### src/source/neuron_defs.svh
`ifndef NEURON_DEFS_SVH
`define NEURON_DEFS_SVH

//////////////////////////////////////////////////////////////////////
// Neuron capacity
//////////////////////////////////////////////////////////////////////

`define NEURON_MAX_INPUTS 50 // Entries in each operand bank.

//////////////////////////////////////////////////////////////////////
// APB register map
//////////////////////////////////////////////////////////////////////

`define ADDR_CTRL     12'h000 // Writing bit 0 starts the neuron.
`define ADDR_STATUS   12'h004 // Bit 0 is busy, bit 1 is done.
`define ADDR_BIAS     12'h008
`define ADDR_COUNT    12'h00C // Number of active inputs.
`define ADDR_RESULT   12'h010
`define ADDR_ACT_BASE 12'h100 // Entry i sits at base plus 4 times i.
`define ADDR_WGT_BASE 12'h200

`endif
### src/source/termCounter.sv
`timescale 1ns/1ps
`include "neuron_defs.svh"

module termCounter
#(
	parameter int depth = `NEURON_MAX_INPUTS
)
(
	input logic clk,
	input logic rst,
	input logic load,
	input logic enable,
	input logic [5:0] count,
	output logic [5:0] index,
	output logic last
);
	logic [5:0] limit;
	logic exhausted;

	always_ff @(posedge clk)
	begin
		if (rst)
		begin
			limit <= 6'(depth);
			index <= 6'd0;
			exhausted <= 1'b0;
		end
		else if (load)
		begin
			limit <= count;
			index <= 6'd0;
			exhausted <= 1'b0;
		end
		else if (enable)
		begin
			if (last)
				exhausted <= 1'b1; // Index holds on the final term.
			else
				index <= index + 6'd1;
		end
	end

	assign last = (index == limit - 6'd1);

	assert property (@(posedge clk) disable iff (rst) !(enable && exhausted))
		else $error("termCounter: enable after the last term without a reload.");

endmodule

### config.mk
export PLATFORM = sky130hd
export DESIGN_NAME = termCounter
export DESIGN_NICKNAME = d
export VERILOG_FILES = /design/src/source/termCounter.sv
export VERILOG_INCLUDE_DIRS = /design/src /design/src/source
export SDC_FILE = /design/constraint.sdc
export NUM_CORES = 1
export LEC_CHECK = 0
export CORE_AREA = 2 2 39 41
export DETAILED_ROUTE_END_ITERATION = 10
export DIE_AREA = 0 0 41 43
export DONT_BUFFER_PORTS = 1
export PLACE_DENSITY = 0.68
export SLEW_MARGIN = 40
export SYNTH_ARGS = -nofsm -noshare
export SYNTH_HDL_FRONTEND = slang
export SYNTH_SLANG_ARGS = --single-unit
export TNS_END_PERCENT = 5
### constraint.sdc
create_clock -name clk -period 2.49 [get_ports clk]
set_clock_uncertainty 0.2 [all_clocks]
set_input_delay 0.249 -clock clk [delete_from_list [all_inputs] [get_ports clk]]
set_output_delay 0.249 -clock clk [all_outputs]
set_load 0.05 [all_outputs]
# Word-level counts from Yosys, hierarchy flattened
# Cells that the tools add are included.
# W data, S select, Z words.
# totals
ff_bits	12
memories	0
latchBits	0
out_inout_bits	7
mem_bits_rw	0
inputBits	10
elab_cells	8
mem_bits_ro	0
# classes
bitwise	1
n_reduce_logical	2
mux	0
div_mod_pow	0
eq_ne	1
mul	0
order_cmp	0
n_shift	0
n_addsub	2
# op_table
operator	count
$add A6 B1 Y6 const B	1
$eq A6 B6 Y1	1
$sub A6 B1 Y6 const B	1
$reduce_and A2 Y1	1
$reduce_or A2 Y1	1
$not A1 Y1	1

# Depth between registers and ports, before layout
# Gate-level depths: netlist of run 1.
# logic_depth
word_depth	4
mapped_depth	7
depth_no_buf	7

# Least setup slack after synthesis of run 1
# No wires, ideal clock.
# synth_timing
path_type	register to output
start	register index[2]
end	output port last
required_time_ns	2.041
arrival_time_ns	1.960
setup_slack_ns	0.081
stages_incl_launch_ff	5
path_buffers	0
path_cell_list	dfxtp_1 nor2_1 or2b_2 a2111oi_4 and2_2
# synth_via
elab_chain_cells	1
# synth_lines
element	line_no	rtl
from (decl)	termCounter.sv:14	output logic [5:0] index,
from (signal assigned)	termCounter.sv:39	index <= index + 6'd1;
$eq A6 B6 Y1	termCounter.sv:43	assign last = (index == limit - 6'd1);
to (decl)	termCounter.sv:15	output logic last
# Every way passes these cells.

# Worst setup path after layout of run 1
# layout_timing
start	register limit[0]
end	output port last
# layout_via
elab_chain_cells	2
# layout_lines
element	line_no	rtl
from (decl)	termCounter.sv:17	logic [5:0] limit;
from (signal assigned)	termCounter.sv:24	limit <= 6'(depth);
from (signal assigned)	termCounter.sv:30	limit <= count;
$sub A6 B1 Y6	termCounter.sv:43	
$eq A6 B6 Y1	termCounter.sv:43	
# Every way passes these cells.

==> metrics, run 1 <==
FP Rows=14; io pins=17; remaining antenna violation count=0; unrepaired setup endpoints after global routing=no; register area share after synthesis=34.0%; nets@finish=116; Post-Syn Nets=92; Clock Sinks=12; Routed Wire Length=1.71 mm; outcome=complete, no violations; Final Slew Violations=0; Max-slew headroom=67.5%; Worst Path Max Fanout=3; Initial Util=51.1%; Worst-path clk slew=0.09 ns; cell area after synthesis=707 sq um; Yosys cell types=22; GRT Overall Usage=24.4%; fillcell total=108; Least-Margin Pin Slew=0.486 ns; P&R area growth vs syn=34.5%; minimum clock period=2.39 ns; clk root buf=clkbuf_4; Critical Path Start Type=flip-flop; GPL Wtd Cong=0.757; DR WL/cell=14.4 um; Total Power=452 uW; M1 WL=767 um; n_diodes=0; Hold Crit Start=enable; DP Wirelength=1.03 mm; P_leak=0.407 nW; kind of critical path=flip-flop to primary output; CTS buffer count=3; max-cap viol count=0; crit-path cells=inv_1, ha_1, nand2_1, or2b_2, a2111oi_4, and2_4; Post-synth top flop=dfxtp_1; top layer in use=met4; Clock Path Buffers=2; drt via density=5.34; Vias=635; Min Hold Slack=0.00745 ns; CP required=2.04 ns; Yosys top cell by area=dfxtp_1; total number of yosys warnings=0; core region area=1380 sq um; Fmax achieved=0.419 GHz; vias in the first global route=643; Post-Route Setup TNS=0 ns; Tcrit/Tclk final=95.8%; arrival time at the worst endpoint=1.94 ns; CTS tree=built; gr ovfl total=0; Final Hold Vio Count=0; Post-Syn Instances=80; Iter 0 DRT Violations=17; CP max stage cell=dfxtp_4; Setup WS pre-CTS=0.234 ns; Setup WS post-layout=0.104 ns; Die Span Y=43 um; Die Area=1760 sq um; port bufs=0; hold crit path type=input port to flip-flop; worst r2r src=limit[0]; most common cell in the netlist=nand2_1; Post-route DRC=0; WL met3=61 um; Worst Setup SP=limit[0]; first-pass GRT wire length=2.84 mm; initial antenna violation count=0; Die Wd=41 um; top cell type's share of synthesized area=34.0%; worst-skew pair later-pin latency=0.28 ns; largest net degree at the start of global routing=10; final setup violation count=0; slowest stage delay, CP=0.36 ns; Pre-antenna DRT Iters=4; most area-consuming cells after synthesis=dfxtp_1, mux2i_1, nand2_1, or3_1, a21oi_1; Post-synth ARST share=0%; Post-synth EDFFs=0; Power Density=475 nW/um^2; Yosys reg bits=12; met2 routed WL=870 um; Syn Area/Cell=8.84 sq um; Crit. End Element=primary output; Post-synth top cells=nand2_1, dfxtp_1, mux2i_1; H-tree levels=1; worst IR drop on VDD=0.404 mV; Finished Core Util=68.7%; layout cells sized above 1=19.4%
-- registers in the layout (all words and copies together), names as in the netlist --
register  count
index         6
limit         6
-- placed cells by master, fill, tap and decap left out --
master	Yosys	layout
dfxtp_1	12	11
o32a_2	1	1
nand2_1	14	14
or3_1	5	5
or3_4	1	1
clkbuf_8	0	1
mux2i_1	11	11
nand4_1	2	2
xnor2_1	3	3
dlygate4sd3_1	0	13
and2_4	0	1
a2111oi_4	1	1
o31a_2	1	1
o211ai_1	1	1
and3_1	1	1
xor2_1	3	3
clkbuf_4	0	3
nor2_1	6	6
ha_1	2	2
a21oi_1	6	6
or2b_2	1	1
a21boi_2	1	1
dfxtp_4	0	1
nor4_1	1	1
inv_1	4	4
buf_4	0	8
-- logic make-up (layout without fill, tap and decap cells) --
kind of cell	count (synthesis)	count (layout)	share of synthesized area, %
and+or+nand+nor	32	32	22.5
xor gates and xnor gates	6	6	7.43
DFF	12	12	34.0
buffers and inverters	6	29	3.19
AOI/OAI and AO/OA	11	11	13.8
adders and majority gates	2	2	3.54
muxes	11	11	15.6
-- through the flow --
stage	instances	instance area [sq um]
after global routing	119	951
after global placement	101	772
final	119	951
after floorplan	80	707
after CTS	118	941
after detailed placement	101	772
-- worst paths after layout --
path	depth (start not counted)	endpoint	slack, ns
min reg2reg	3	index[5]	0.49
max reg2reg	8	index[5]	0.40
min	3	index[2]	0.007
max	6	last	0.10
-- metal layers --
| layer | global-route usage [%] | vias up |
|---|---|---|
| li1 | - | 327 |
| met1 | 29.5 | 292 |
| met2 | 37.8 | 14 |
| met3 | 7.85 | 2 |
| met4 | 10.0 | 0 |
| met5 | 0 | - |
-- final cells by class --
class | instances | area [sq um] | share of cell area (%)
repair buffers | 21 | 190 | 20.0
inverters | 4 | 15.0 | 1.58
clock buffers | 4 | 36.3 | 3.82
flip-flops and latches | 12 | 244 | 25.7
multi-input cells | 62 | 445 | 46.8
well taps | 16 | 20.0 | 2.11
-- worst max-delay path: cells and delay by family (launching register included) --
family / cells / cell delay [ns]
DFF: 1 / 0.36
adders and majority gates: 1 / 0.21
buffers and inverters: 1 / 0.04
and+or+nand+nor: 3 / 0.71
AOI/OAI and AO/OA: 1 / 0.33
-- power breakdown --
| group | switching (mW) | total [mW] | internal (mW) | leakage, nW |
|---|---|---|---|---|
| Sequential | 0.00737 | 0.206 | 0.199 | 0.0989 |
| Combinational | 0.0388 | 0.0815 | 0.0427 | 0.287 |
| Clock | 0.0754 | 0.164 | 0.0890 | 0.0210 |
-- repair_timing --
action	in CTS	in global routing
pin swaps	1	2
resized for setup	2	1
endpoints found under the hold margin	11	0
setup endpoints to repair	1	1
buffers inserted	0	1
hold buffers	13	0
(Power assumes the default switching activity.)
==> run 2, diff against run 1 <==
--- a/config.mk
+++ b/config.mk
@@ -10,6 +10,7 @@
 export DETAILED_ROUTE_END_ITERATION = 10
 export DIE_AREA = 0 0 41 43
 export DONT_BUFFER_PORTS = 1
+export MAX_ROUTING_LAYER = met4
 export PLACE_DENSITY = 0.68
 export SLEW_MARGIN = 40
 export SYNTH_ARGS = -nofsm -noshare
==> run 2 against run 1 <==
Utilization did not move. Via count increased by 2.4%. Count of clock-buffer cells in the layout unchanged. Largest power group unchanged. Power shrank 0.14%. Sequential power about the same. Cell count is the same.
==> metrics, run 2 (synthesized netlist as in run 1, its figures left out) <==
slowest stage delay, CP=0.36 ns (about the same); grt met1 use=29.5% (unchanged); Crit. End Element=primary output; Clock Sinks=12 (unchanged); largest net degree at the start of global routing=10 (unchanged); worst r2r src=limit[0]; clk root buf=clkbuf_4; Hold Crit Start=enable; GRT Overall Usage=24.7% (+0.29 points); unrepaired setup endpoints after global routing=no; Iter 0 DRT Violations=21 (+4); most frequent cells in the layout=nand2_1, dlygate4sd3_1, mux2i_1, dfxtp_1, buf_4; outcome=complete, no violations; CP max stage cell=dfxtp_4; P_leak=0.407 nW (unchanged); FP Rows=14 (unchanged); Post-route DRC=0 (unchanged); hold crit path type=input port to flip-flop; Least-Margin Pin Slew=0.480 ns (-0.00608 ns); Die Span Y=43 um (unchanged); P&R area growth vs syn=34.5% (unchanged); H-tree levels=1 (unchanged); DP Wirelength=1.03 mm (unchanged); drt via density=5.46 (+2.4%); nets@finish=116 (unchanged); initial antenna violation count=0 (unchanged); io pins=17 (unchanged); M3 GR Usage=6.28% (-1.6 points); Die Area=1760 sq um (unchanged); Initial Util=51.1% (unchanged); Die Wd=41 um (unchanged); port bufs=0 (unchanged); Design Area, Final=951 sq um (unchanged); kind of critical path=flip-flop to primary output; Max-slew headroom=67.9% (+0.41 points); Clock Path Buffers=2 (unchanged); placed cell areas=772 sq um (unchanged); Total Power=451 uW (-0.14%); DR WL/cell=14.2 um (-1.2%); Routed Wire Length=1.69 mm (-1.2%); CTS buffer count=3 (unchanged); CP required=2.04 ns (about the same); worst-skew pair later-pin latency=0.28 ns (about the same); Fmax achieved=0.420 GHz (+0.27%); Tcrit/Tclk final=95.6% (-0.26 points); GRT busiest layer=met2; commonest non-fill, non-tap cell in the layout=nand2_1; leading registers by flop count=index: 6 flops, limit: 6 flops; Final Hold Vio Count=0 (unchanged); Worst-path clk slew=0.09 ns (about the same); Worst Path Max Fanout=3 (unchanged); routing usage on met2=37.8% (unchanged); Post-Route Setup TNS=0 ns (unchanged); vias in the first global route=641 (-0.31%); crit-path cells=inv_1, ha_1, nand2_1, or2b_2, a2111oi_4, and2_4; Pre-antenna DRT Iters=5 (+1); Final Slew Violations=0 (unchanged); Vias=650 (+2.4%); Worst Setup SP=limit[0]; Critical Path Start Type=flip-flop; Bufs and invs on worst path=1 (unchanged); worst IR drop on VDD=0.404 mV (+0.10%); max-cap viol count=0 (unchanged); minimum clock period=2.38 ns (-0.00636 ns); core region area=1380 sq um (unchanged); CTS tree=built; final setup violation count=0 (unchanged); Power Density=474 nW/um^2 (-0.14%); layout cells sized above 1=19.4% (unchanged); gr ovfl total=0 (unchanged); arrival time at the worst endpoint=1.93 ns (about the same); cell family with most CP delay=simple AND/OR/NAND/NOR gates; remaining antenna violation count=0 (unchanged); first-pass GRT wire length=2.82 mm (-0.46%); n_diodes=0 (unchanged); GPL Wtd Cong=0.767 (+1.3%)
==> run 2: cell counts in the layout (fill, tap and decap cells not counted) <==
Identical to the previous run, type by type.
==> run 2: area by class of cell <==
cell class	instances	area (sq um)
tap	16	20.0
sequential	12	244
fill	108	433
clock buffer	4	36.3
timing repair buffer	21	190
inverter	4	15.0
multi-input combinational	62	445
==> run 2: repair_timing <==
action | 4_1_cts | 5_1_grt
buffers inserted | 0 | 1
hold buffers | 13 | 0
hold endpoints to repair | 11 | 0
pin swaps | 1 | 2
gates resized for setup | 2 | 1
endpoints found under the setup margin | 1 | 1
==> run 2: stage by stage <==
step / utilization [%] / worst slack (ns) / hold slack [ns] / cells
floorplan: - / 0.0815 / 0.178 / 80
global route: 68.7 / 0.0254 / 0.0443 / 119
global placement: 55.8 / 0.279 / 0.122 / 101
CTS: 68.0 / 0.0420 / 0.00520 / 118
finish: 68.7 / 0.110 / 0.00345 / 119
detailed placement: 55.8 / 0.234 / 0.125 / 101
==> run 2: final timing paths <==
kind              end  slack, ns  cells after the start
max              last       0.11                      6
min          index[2]      0.003                      3
max reg2reg  index[5]       0.41                      8
min reg2reg  index[0]       0.49                      3
==> run 2: power breakdown <==
| group | internal, mW | total [mW] | switching, mW |
|---|---|---|---|
| logic | 0.0427 | 0.0813 | 0.0386 |
| registers | 0.199 | 0.206 | 0.00723 |
| clock network | 0.0890 | 0.164 | 0.0751 |
==> run 2: metal layers <==
layer,wire length [um],vias to the layer above
met5,0,-
li1,-,327
met2,870,26
met3,103,2
met1,704,295
met4,10,0
==> run 2: worst register-to-register path: cells and delay by family (launching register included) <==
| kind | cells | cell delay, ns |
|---|---|---|
| flops | 1 | 0.36 |
| compound gates | 2 | 0.42 |
| simple gates | 2 | 0.41 |
| fa+ha+maj | 1 | 0.21 |
| mux | 1 | 0.13 |
| buf+inv | 2 | 0.24 |
==> run 3, diff against run 2 <==
--- a/config.mk
+++ b/config.mk
@@ -12,6 +12,7 @@
 export DONT_BUFFER_PORTS = 1
 export MAX_ROUTING_LAYER = met4
 export PLACE_DENSITY = 0.68
+export RECOVER_POWER = 25
 export SLEW_MARGIN = 40
 export SYNTH_ARGS = -nofsm -noshare
 export SYNTH_HDL_FRONTEND = slang
==> run 3 against run 2 <==
Critical path depth did not move. Register-to-register slack hardly changed. Sequential share of layout area grew 0.41 points. Global-route usage unchanged.
==> metrics, run 3 (synthesized netlist as in run 1, its figures left out) <==
outcome=complete, no violations; worst IR drop on VDD=0.403 mV (-0.43%); unrepaired setup endpoints after global routing=no; Routed Wire Length=1.71 mm (+1.3%); remaining antenna violation count=0 (unchanged); Die Span Y=43 um (unchanged); Worst-path clk slew=0.09 ns (about the same); arrival time at the worst endpoint=1.93 ns (about the same); DR WL/cell=14.4 um (+1.3%); core region area=1380 sq um (unchanged); worst-skew pair later-pin latency=0.28 ns (about the same); Iter 0 DRT Violations=22 (+4.8%); crit-path cells=inv_1, ha_1, nand2_1, or2b_2, a2111oi_4, and2_4; largest net degree at the start of global routing=10 (unchanged); Fmax achieved=0.420 GHz (about the same); fillcell total=115 (+6.5%); Post-Route Setup TNS=0 ns (unchanged); P&R area growth vs syn=32.4%; slowest stage delay, CP=0.36 ns (about the same); Post-route DRC=0 (unchanged); CP max stage cell=dfxtp_4; minimum clock period=2.38 ns (+0.00128 ns); Clock Sinks=12 (unchanged); multi-input logic area=445 sq um (unchanged); Clock Path Buffers=2 (unchanged); DP Wirelength=1.03 mm (unchanged); layout cells sized above 1=15.5% (-3.9 points); clk root buf=clkbuf_4; drt via density=5.45 (-0.15%); max-cap viol count=0 (unchanged); Tcrit/Tclk final=95.6% (about the same); cell family with most CP delay=simple AND/OR/NAND/NOR gates; Worst Path Max Fanout=3 (unchanged); initial antenna violation count=0 (unchanged); io pins=17 (unchanged); Power Density=484 nW/um^2 (+2.0%); P_leak=0.390 nW (-4.2%); nets@finish=116 (unchanged); kind of critical path=flip-flop to primary output; Setup WS pre-CTS=0.234 ns (unchanged); Pre-antenna DRT Iters=4 (-1); first-pass GRT wire length=2.82 mm (unchanged); Die Area=1760 sq um (unchanged); storage element area=244 sq um (unchanged); H-tree levels=1 (unchanged); Initial Util=51.1% (unchanged); Finished Core Util=67.6% (-1.1 points); most frequent cells in the layout=nand2_1, dlygate4sd3_1, mux2i_1, dfxtp_1; GRT Overall Usage=24.7% (unchanged); Vias=649 (-0.15%); CTS buffer count=3 (unchanged); Setup WS post-layout=0.109 ns (-0.00128 ns); FP Rows=14 (unchanged); final setup violation count=0 (unchanged); Least-Margin Pin Slew=0.761 ns (+0.280 ns); Critical Path Start Type=flip-flop; leading registers by flop count=index: 6 flops, limit: 6 flops; Bufs and invs on worst path=1 (unchanged); commonest non-fill, non-tap cell in the layout=nand2_1; n_diodes=0 (unchanged); Final Slew Violations=0 (unchanged); GPL Wtd Cong=0.767 (unchanged); gr ovfl total=0 (unchanged); CP required=2.04 ns (about the same); Final Hold Vio Count=0 (unchanged); CTS tree=built; vias in the first global route=641 (unchanged); Crit. End Element=primary output; hold crit path type=input port to flip-flop; Die Wd=41 um (unchanged); Max-slew headroom=49.3% (-19 points); port bufs=0 (unchanged)
==> run 3: changes by cell type in the layout (fill, tap and decap cells not counted), sizes merged <==
cell    change
clkbuf      +4
buf         -4
==> run 3: routing by layer <==
| metal | vias up | part of all wire, % | global-route usage, % |
|---|---|---|---|
| met5 | - | 0 | - |
| met4 | 0 | 1.2 | 10.0 |
| met3 | 4 | 5.1 | 6.28 |
| met2 | 20 | 51 | 37.8 |
| met1 | 298 | 43 | 29.5 |
| li1 | 327 | - | - |
==> run 3: worst paths after layout <==
| check | start | end | slack [ns] | cells after the start |
|---|---|---|---|---|
| setup reg to reg | limit[0] | index[5] | 0.41 | 8 |
| setup / recovery | limit[0] | last | 0.11 | 6 |
| hold / removal | enable | index[2] | 0.004 | 3 |
| hold reg to reg | index[1] | index[1] | 0.50 | 3 |
==> run 3: worst min-delay path, cell delays in order <==
cell and delay, ns:
nand2_1 0.05, a21oi_1 0.05, mux2i_1 0.11
==> run 3: timing repair <==
item,4_1_cts,5_1_grt
setup buffers,0,1
hold buffers,13,0
setup endpoints to repair,1,1
pin swaps,1,2
gates resized for setup,2,1
endpoints found under the hold margin,11,0
==> run 3: layout make-up <==
type	count	share of cell area [%]
Clock buffer	4	3.88
Inverter	4	1.60
Multi-Input combinational cell	62	47.6
Sequential cell	12	26.1
Tap cell	16	2.14
Timing Repair Buffer	21	18.7
==> run 3: power by group <==
group	switching [mW]	internal, mW	leakage (nW)
logic	0.0390	0.0420	0.270
registers	0.00720	0.199	0.0989
clock network	0.0773	0.0890	0.0210
total	0.123	0.330	0.390
==> run 3: stage by stage <==
step | total power [mW] | cell area [sq um] | hold slack (ns) | instances
after floorplan | 0.260 | 707 | 0.178 | 80
after global placement | 0.265 | 772 | 0.122 | 101
after detailed placement | 0.266 | 772 | 0.125 | 101
after CTS | 0.447 | 941 | 0.00520 | 118
after global routing | 0.469 | 936 | 0.0447 | 119
final | 0.453 | 936 | 0.00386 | 119
